[config.mk]
export PLATFORM = sky130hd
export DESIGN_NAME = packet_decoder
export DESIGN_NICKNAME = d
export VERILOG_FILES = /design/src/hdl/ifmap_pkg.sv /design/src/hdl/packet_decoder.sv
export VERILOG_INCLUDE_DIRS = /design/src /design/src/hdl
export SDC_FILE = /design/constraint.sdc
export NUM_CORES = 1
export LEC_CHECK = 0
export ABC_AREA = 1
export BUFFER_PORTS_ARGS = -buffer_cell sky130_fd_sc_hd__buf_2
export CAP_MARGIN = 20
export CORE_MARGIN = 2
export CORE_UTILIZATION = 27
export DETAILED_ROUTE_END_ITERATION = 6
export PLACE_DENSITY = 0.78
export SLEW_MARGIN = 40
export SYNTH_ARGS = -nofsm -noshare
export SYNTH_HDL_FRONTEND = slang
export SYNTH_SLANG_ARGS = --single-unit
[constraint.sdc]
create_clock -name clk -period 11.2 [get_ports clk]
set_input_delay 2.24 -clock clk [delete_from_list [all_inputs] [get_ports clk]]
set_output_delay 2.24 -clock clk [all_outputs]
set_load 0.05 [all_outputs]
[src/hdl/ifmap_config.svh]
`ifndef IFMAP_CONFIG_SVH
`define IFMAP_CONFIG_SVH

// packet geometry from the decompressor
`define IFB_LANES       8
`define IFB_ELEM_W      8

// bank geometry, sized for the largest layer
`define IFB_MAX_ROWS    8
`define IFB_MAX_ELEMS   12

// width of row and element pointers, lane counts and ranks
`define IFB_PTR_W       4

// conv1 shape
`define IFB_CONV1_ROWS      4'd8
`define IFB_CONV1_ELEMS     4'd12
`define IFB_CONV1_OVERLAP   4'd2

// conv2 shape, no sliding-window overlap
`define IFB_CONV2_ROWS      4'd4
`define IFB_CONV2_ELEMS     4'd6
`define IFB_CONV2_OVERLAP   4'd0

`endif
[src/hdl/ifmap_pkg.sv]
`default_nettype none
`include "ifmap_config.svh"

package ifmap_pkg;

    typedef enum logic [1:0] {
        LAYER_NONE  = 2'd0,
        LAYER_CONV1 = 2'd1,
        LAYER_CONV2 = 2'd2
    } layer_type_t;

    // one packet as delivered by the decompressor
    typedef struct packed {
        logic                                   packet_valid;
        logic [`IFB_LANES-1:0]                  valid_mask;
        logic [`IFB_LANES-1:0][`IFB_ELEM_W-1:0] data;
    } fifo_packet_t;

    typedef struct packed {
        logic [`IFB_PTR_W-1:0] rows;
        logic [`IFB_PTR_W-1:0] elems;
        logic [`IFB_PTR_W-1:0] overlap;
    } layer_shape_t;

    // slot is the rank of a lane among the valid lanes below it
    typedef struct packed {
        logic [`IFB_PTR_W-1:0]                 count;
        logic [`IFB_LANES-1:0][`IFB_PTR_W-1:0] slot;
    } lane_plan_t;

    typedef logic [`IFB_MAX_ROWS-1:0][`IFB_MAX_ELEMS-1:0][`IFB_ELEM_W-1:0] ifmap_image_t;

    // bit 0 is bank 0, bit 1 is bank 1
    typedef logic [1:0] bank_sel_t;

endpackage

`default_nettype wire

[src/hdl/packet_decoder.sv]
`timescale 1ns/10ps
`default_nettype none
`include "ifmap_config.svh"

module packet_decoder import ifmap_pkg::*; (
    input  wire               clk,
    input  wire               rst_n,
    input  wire               start_layer,
    input  wire layer_type_t  layer_type_in,
    input  wire fifo_packet_t packet,
    output layer_shape_t      shape,
    output lane_plan_t        plan
);

    layer_type_t           layer_type;
    logic [`IFB_LANES-1:0] lane_valid;

    always_ff @(posedge clk or negedge rst_n) begin
        if (!rst_n) begin
            layer_type <= LAYER_NONE;
        end else if (start_layer) begin
            layer_type <= layer_type_in;
        end
    end

    // shape lookup, an unknown layer leaves the banks with zero size
    always_comb begin
        case (layer_type)
            LAYER_CONV1: begin
                shape.rows    = `IFB_CONV1_ROWS;
                shape.elems   = `IFB_CONV1_ELEMS;
                shape.overlap = `IFB_CONV1_OVERLAP;
            end
            LAYER_CONV2: begin
                shape.rows    = `IFB_CONV2_ROWS;
                shape.elems   = `IFB_CONV2_ELEMS;
                shape.overlap = `IFB_CONV2_OVERLAP;
            end
            default: begin
                shape = '0;
            end
        endcase
    end

    // a packet without packet_valid contributes no lanes
    assign lane_valid = packet.valid_mask & {`IFB_LANES{packet.packet_valid}};

    // running popcount gives every lane its rank and the total at the end
    always_comb begin : rank_calc
        logic [`IFB_PTR_W-1:0] rank;
        rank = '0;
        for (int i = 0; i < `IFB_LANES; i++) begin
            plan.slot[i] = rank;
            rank = rank + {{(`IFB_PTR_W-1){1'b0}}, lane_valid[i]};
        end
        plan.count = rank;
    end

endmodule

`default_nettype wire

## After elaboration in Yosys (flattened, before gate mapping)

Cells that the tools add are included.
Widths: inputs -> output; s select.

- Flip-flop bits (word level): 2
- Output and inout bits: 48
- Logic and storage cells: 12

- Add/sub/neg operators: 7
- Equality and inequality tests: 2
- Muxes and demuxes: 1
- Bitwise logic cells: 1

Operators by type and width:

| cell | count |
|---|---|
| $pmux 12 s2 | 1 |
| $add 4x1->4 | 4 |
| $and 8x8->8 | 1 |
| $add 3x1->4 | 1 |
| $add 2x1->3 | 1 |
| $add 1x1->2 | 1 |
| $eq 2x1->1 const B | 1 |
| $eq 2x2->1 const B | 1 |

## Logic depth before layout (Yosys ltp)

Gate-level depths: netlist (run 1).

- Depth in word-level cells: 8
- Mapped depth: 21
- Depth with buffers taken out: 20

## Worst setup path before layout (run 1)

Ideal clock, no wire load.

- Path kind: input port to output port
- Start: input packet[72] (netlist name)
- End: output plan[34] (netlist name)
- Arrival: 7.997 ns
- Required time: 8.960 ns
- Setup slack: 0.963 ns
- Cell stages on the path: 13
- Buffers on the path: 1
- Cells stage by stage: clkbuf_1 -> nand2_1 -> nor2_1 -> or2_1 -> inv_1 -> ha_1 -> ha_1 -> ha_1 -> ha_1 -> ha_1 -> ha_1 -> ha_1 -> xnor2_1

RTL lines:

| element | line | RTL |
|---|---|---|
| start, declared | packet_decoder.sv:10 | `input wire fifo_packet_t packet,` |
| end, declared | packet_decoder.sv:12 | `output lane_plan_t plan` |

==> results of run 1 <==
[critical path, cell delays in order]
cell and delay [ns]:
buf_2 0.15, nand2_1 0.08, nor2_1 0.21, or2_1 0.14, inv_1 0.05, ha_1 0.30, ha_1 0.32, ha_1 0.32
ha_1 0.31, ha_1 0.20, ha_1 0.30, ha_1 0.21, xnor2_1 0.14, buf_2 0.27
[synth_stat cells (all sizes together)]
| cell | instances |
|---|---|
| nand3b | 1 |
| o21ai | 3 |
| nor2 | 7 |
| ha | 15 |
| xnor2 | 1 |
| inv | 28 |
| clkbuf | 1 |
| nand3 | 12 |
| buf | 19 |
| nand2 | 63 |
| dfrtp | 2 |
| conb | 1 |
| or2 | 1 |
[worst min path at each step]
stage | from | endpoint | slack (ns) | cells after the start
2_1_floorplan | layer_type[1] | layer_type[1] | 0.52 | 2
3_3_place_gp | layer_type[1] | layer_type[1] | 0.55 | 2
3_5_place_dp | layer_type[0] | layer_type[0] | 0.56 | 2
4_1_cts | layer_type[0] | layer_type[0] | 0.57 | 2
5_1_grt | layer_type[0] | layer_type[0] | 0.60 | 2
6_report | layer_type[0] | layer_type[0] | 0.56 | 2
[layer usage]
metal | vias to the layer above | global-route usage [%] | part of all wire, %
li1 | 514 | - | -
met1 | 396 | 12.72 | 46
met2 | 48 | 15.34 | 43
met3 | 0 | 1.261 | 11
met4 | 0 | 3.647 | 0
met5 | - | 0 | 0
[layout make-up]
| cell class | instances | area (sq um) |
|---|---|---|
| Inverter | 28 | 105.1 |
| Sequential cell | 2 | 50.05 |
| Clock buffer | 3 | 22.52 |
| Tap cell | 44 | 55.05 |
| Timing Repair Buffer | 45 | 225.2 |
| Multi-Input combinational cell | 119 | 648.1 |
| Fill cell | 353 | 1997 |
[per-stage QoR]
step / worst slack (ns) / power [mW]
2_1_floorplan: 0.9625 / 0.1094
3_3_place_gp: 3.706 / 0.1187
3_5_place_dp: 3.687 / 0.1194
4_1_cts: 3.675 / 0.1369
5_1_grt: 3.455 / 0.1448
6_report: 3.718 / 0.1348
[cell families (layout without fill, tap and decap cells)]
family                     after synthesis  count (layout)  synth area share (%)
adders and majority gates               15              15                 21.01
DFF                                      2               2                 5.602
other                                    1              16                0.4198
and+or+nand+nor                         84              84                 42.16
buffers and inverters                   48              76                 28.15
xor gates and xnor gates                 1               1                0.9806
AOI/OAI and AO/OA                        3               3                 1.680
[report_power, final]
part,switching (mW),internal [mW],leakage [nW]
clock network,0.00456,0.0119,0.0138
registers,0.000336,0.00793,0.0243
logic,0.0883,0.0218,0.732
total,0.0932,0.0416,0.770
==> flow_summary.toml, run 1 <==
[run_status]
status = "finished, final reports clean"

[timing]
finalMaxSlewViolations = 0
final_min_period_over_clock_period_pct = 66.81
setup_viol = 0
report.final.hold_viol_count = 0
hold_slack_ns = 0.5567
clock_skew_ns = 0
period_minus_slack_ns = 7.482
unrepaired_setup_endpoints_after_global_routing = "false"
fmax_mhz = 133.6
final.setup.tns_ns = 0

[cells_and_area]
n_antenna_cell = 0
largest_reg_flops = 2
commonest_cells_after_routing_fill_and_taps_aside = "51 x nand2_1, 45 x buf_2, 26 x inv_1, 16 x conb_1, 15 x ha_1"
reg.largest.list = "layer_type (2)"
mostFrequentLayoutCell = "nand2_1"
finalInstanceArea_sq_um = 1106
regMostFlops = "layer_type"
final_layout_size_suffix_gt1_share_pct = 33.50
final_nets = 292
finalCoreUtilization_pct = 35.65
final_cells = 241
area_growth_syn_to_layout_pct = 23.81

[cts]
cts-htree-levels = 1
numCtsBuffers = 3
clock_path_buffers = 2
cts_setup_buffers = 0
tritoncts_clock_tree = "built"
insertion_delay_of_the_later_clocked_pin_in_the_worst_skew_pair_ns = 0.22
path_clk_slew_ns = 0.03
cts_root_buffer = "clkbuf_4"
cts_resized = 0
tritoncts_num_sinks = 2
hold_buffers = 0

[drt]
final_antenna_net_count = 0
avgRoutedWirePerCell_microns = 7.087
wl_microns = 1708
vias = 958
detail_route.drc_violations = 0
via_cell_ratio = 3.975
first_pass_iters = 4
detailedRoute.firstIterationViolations = 12

[critical_path]
ff2ff_setup_slack_ns = 10.56
critical_path_class = "primary input to primary output"
critPathMaxFanout = 8
worst_ep_arrival_time_ns = 5.24
worstReg2RegEnd = "layer_type[1]"
startpoint_type = "primary input"
rr_worst_depth = 2
crit_path_end_kind = "primary output"
worst-endpoint-required_ns = 8.96
timing.critical_path.to = "plan[34]"
reg2reg_from = "layer_type[1]"
crit_path_start = "packet[72]"

[global_route]
grt_first_pass_wirelength_microns = 2829
groute.usage.overall_pct = 9.479
global_route.overflow_total = 0
first_global_vias = 745
initial_antenna_violation_count = 0
grt_max_degree = 9

[floorplan]
top_level_port_count = 126
floorplan_die_area_sq_um = 3785
die_width_microns = 61.52
core_area_sq_um = 3103
chip_height_microns = 61.52
start_util_pct = 28.79
std_cell_rows = 20

[synthesis]
ys_ff_latch = 2
synth_top_area_share_pct = 21.43
number_of_library_cell_types_mapped_by_synthesis = 16
yosysTopAreaCell = "nand2_1"
synthesis.area_per_instance_sq_um = 5.801
synth_sequential_area_ratio_pct = 5.602
syn-cell-area_sq_um = 893.4
synth_cells = 154
ys_warn_count = 0
synth.area.top_cells = "nand2_1 21%, ha_1 21%, buf_4 16%"

[power_and_ir_drop]
ir_drop_mv = 0.07100
leakage_nw = 0.7696
powerDensity_nw_per_um2 = 121.9

[placed_design]
place_hpwl_microns = 1575
dp_cells = 238
port-buffer-count = 45
globalplace.congestion = 0.7913
detailed_place.area_sq_um = 1084

[flow_run]
number_of_violations_of_the_max_capacitance_limit = 0

[min_path]
worst_hold_path_type = "flop to flop"
(Power assumes the default switching activity.)
==> inputs of run 2 (changes only) <==
--- a/config.mk
+++ b/config.mk
@@ -6,13 +6,13 @@
 export SDC_FILE = /design/constraint.sdc
 export NUM_CORES = 1
 export LEC_CHECK = 0
-export ABC_AREA = 1
+export ABC_AREA = 0
 export BUFFER_PORTS_ARGS = -buffer_cell sky130_fd_sc_hd__buf_2
 export CAP_MARGIN = 20
 export CORE_MARGIN = 2
 export CORE_UTILIZATION = 27
 export DETAILED_ROUTE_END_ITERATION = 6
-export PLACE_DENSITY = 0.78
+export PLACE_DENSITY = 0.79
 export SLEW_MARGIN = 40
 export SYNTH_ARGS = -nofsm -noshare
 export SYNTH_HDL_FRONTEND = slang
==> constraint.sdc (replaced) <==
create_clock -name clk -period 7.6 [get_ports clk]
set_input_delay 1.52 -clock clk [delete_from_list [all_inputs] [get_ports clk]]
set_output_delay 1.52 -clock clk [all_outputs]
set_load 0.05 [all_outputs]
==> run 2 against run 1 <==
Non-clock buffer count stayed put. Via count is 20% lower. Synthesized cell count is 33% lower. Hold slack better by 0.012 ns. Register-to-register slack worse by 3.6 ns. Sequential power is 48% higher. Design area is 1.8% lower.
==> flow_summary.toml, run 2 <==
[cells_and_area]
largest_reg_flops = 2
final_layout_size_suffix_gt1_share_pct = 39.31
finalCoreUtilization_pct = 35.57
area_growth_syn_to_layout_pct = 25.80
mostFrequentLayoutCell = "buf_2"
num-fill-cells = 331
n_antenna_cell = 0
commonest_cells_after_routing_fill_and_taps_aside = "45 x buf_2, 16 x conb_1, 15 x ha_1, 9 x nand2_1, 8 x and2_1"
finalInstanceArea_sq_um = 1086
final_cells = 189
regMostFlops = "layer_type"
reg.largest.list = "layer_type (2)"
final_nets = 240

[placed_design]
place_worst_setup_slack_ns = 1.433
detailed_place.area_sq_um = 1064
port-buffer-count = 45
dp_cells = 186
place_hpwl_microns = 1465
globalplace.congestion = 0.6498

[synthesis]
ys_ff_latch = 2
synth.area.top_cells = "ha_1 22%, buf_4 17%, xnor2_1 6.1%"
synth_enable_flop_cells = 0
synthesis.area_per_instance_sq_um = 8.382
synth_top_area_share_pct = 21.74
synth_adder_area_share_pct = 21.74
synth_sequential_area_ratio_pct = 5.797
syn-cell-area_sq_um = 863.3
combinational_family_with_the_most_area_after_synthesis = "adder cells"
synthMuxAreaShare_pct = 2.464
yosys_most_used_dff = "dfrtp_1"
synth_cells = 103
synthArstFlopShare_pct = 100.0
yosysTopAreaCell = "ha_1"
synth_simple_gate_area_share_pct = 18.84
synth_xor_xnor_area_share_pct = 21.01
compound_gate_fraction_of_synth_area_pct = 8.696
yosysMostFrequentCell = "buf_4"
yosys-top-cells-count = "20 x buf_4, 15 x ha_1, 9 x nand2_1"
ys_warn_count = 0
number_of_library_cell_types_mapped_by_synthesis = 30

[cts]
cts_resized = 0
tritoncts_clock_tree = "built"
numCtsBuffers = 3
hold_buffers = 0
cts_root_buffer = "clkbuf_4"
insertion_delay_of_the_later_clocked_pin_in_the_worst_skew_pair_ns = 0.22
path_clk_slew_ns = 0.03
clock_path_buffers = 2
cts_setup_buffers = 0
tritoncts_num_sinks = 2
cts-htree-levels = 1

[floorplan]
die_width_microns = 60.55
start_util_pct = 28.28
floorplan_die_area_sq_um = 3666
top_level_port_count = 126
core_area_sq_um = 3053
chip_height_microns = 60.55
std_cell_rows = 20

[power_and_ir_drop]
net-switching-power_uw = 142.4
total_power_uw = 210.3
powerDensity_nw_per_um2 = 193.7
leakage_nw = 0.6722
internal_power_uw = 67.98
switching_share_pct = 67.68
power_frac_clock_pct = 10.9
power.sequential.fraction_pct = 5.8
ir_drop_mv = 0.1062
p_comb_share_pct = 83.3

[timing]
finalMaxSlewViolations = 0
report.final.hold_viol_count = 0
hold_slack_ns = 0.5686
post-route-worst-setup-slack_ns = 1.450
final_min_period_over_clock_period_pct = 80.93
fmax_mhz = 162.6
unrepaired_setup_endpoints_after_global_routing = "false"
setup_viol = 0
clock_skew_ns = 0
final.setup.tns_ns = 0
period_minus_slack_ns = 6.150

[global_route]
grt_max_degree = 11
initial_antenna_violation_count = 0
use_met2_pct = 15.06
groute.usage.overall_pct = 9.019
first_global_vias = 666
grt_use_met1_pct = 10.53
most_used_layer_global_route = "met2"
global_route.overflow_total = 0
grt_first_pass_wirelength_microns = 2525
globalRouteMet3Util_pct = 1.279

[critical_path]
startpoint_type = "primary input"
critical_path_class = "primary input to primary output"
crit_path_end_kind = "primary output"
ff2ff_setup_slack_ns = 6.95
critPathMaxFanout = 3
worst-endpoint-required_ns = 6.08
worst_ep_arrival_time_ns = 4.63

[flow_run]
number_of_violations_of_the_max_capacitance_limit = 0

[drt]
vias = 765
via_cell_ratio = 4.048
avgRoutedWirePerCell_microns = 8.603
final_antenna_net_count = 0
first_pass_iters = 4
wl_microns = 1626
detailedRoute.firstIterationViolations = 6
detail_route.drc_violations = 0

[min_path]
worst_hold_path_type = "flop to flop"

[run_status]
status = "finished, final reports clean"
==> run 2: changes by cell type after synthesis, moves of 3 or more <==
| cell | delta |
|---|---|
| inv_1 | -19 |
| xor2_1 | +3 |
| nor2_2 | -4 |
| o21ai_0 | +3 |
| and2_1 | +8 |
| nand2_1 | -42 |
| nand2_2 | -10 |
| nand3_1 | -12 |
| xnor2_1 | +5 |
==> run 2: layer usage <==
metal | share of wire [%] | routed length [microns] | vias to the layer above
met3 | 12 | 201 | 0
met1 | 40 | 657 | 326
met2 | 47 | 766 | 52
li1 | - | - | 387
met5 | 0 | 0 | -
met4 | 0 | 0 | 0
==> run 2: path summary, 6_finish.rpt <==
kind / start / endpoint / cells after the start
setup / recovery: packet[65] / plan[35] / 14
hold / removal: layer_type[1] / layer_type[1] / 2
setup reg to reg: layer_type[0] / layer_type[0] / 2
hold reg to reg: layer_type[1] / layer_type[1] / 2
max in group asynchronous: rst_n / layer_type[0] / 1
min in group asynchronous: rst_n / layer_type[1] / 1
==> run 2: worst max-delay path, stage by stage <==
cell and delay (ns):
buf_2 0.11, xor2_1 0.15, and2_1 0.16, ha_1 0.31, ha_1 0.32, ha_1 0.32, ha_1 0.30, ha_1 0.22
ha_1 0.19, xor2_1 0.16, xnor3_1 0.30, nor2_1 0.15, xnor3_1 0.21, buf_2 0.22
==> run 2: final cells by class <==
type                    instances  area [sq um]  share of cell area (%)
well taps                      44         55.05                   5.069
flip-flops and latches          2         50.05                   4.608
multi-input cells              88         706.9                   65.09
repair buffers                 45         225.2                   20.74
inverters                       7         26.28                   2.419
clock buffers                   3         22.52                   2.074
==> run 2: cells by family (layout without fill, tap and decap cells) <==
kind of cell / Yosys count / after routing
AND/OR/NAND/NOR: 29 / 29
adder cells (fa/ha/maj): 15 / 15
buffers and inverters: 28 / 55
flip-flops: 2 / 2
multiplexers: 2 / 2
AO/OA/AOI/OAI: 12 / 12
XOR/XNOR: 14 / 14
other: 1 / 16
==> run 2: power by group through the flow <==
stage / logic [mW] / registers [mW] / clock network [mW]
2_1_floorplan: 0.160 / 0.0122 / 0
3_3_place_gp: 0.175 / 0.0123 / 0
3_5_place_dp: 0.176 / 0.0123 / 0
4_1_cts: 0.176 / 0.0122 / 0.0247
5_1_grt: 0.186 / 0.0123 / 0.0261
6_report: 0.175 / 0.0122 / 0.0230
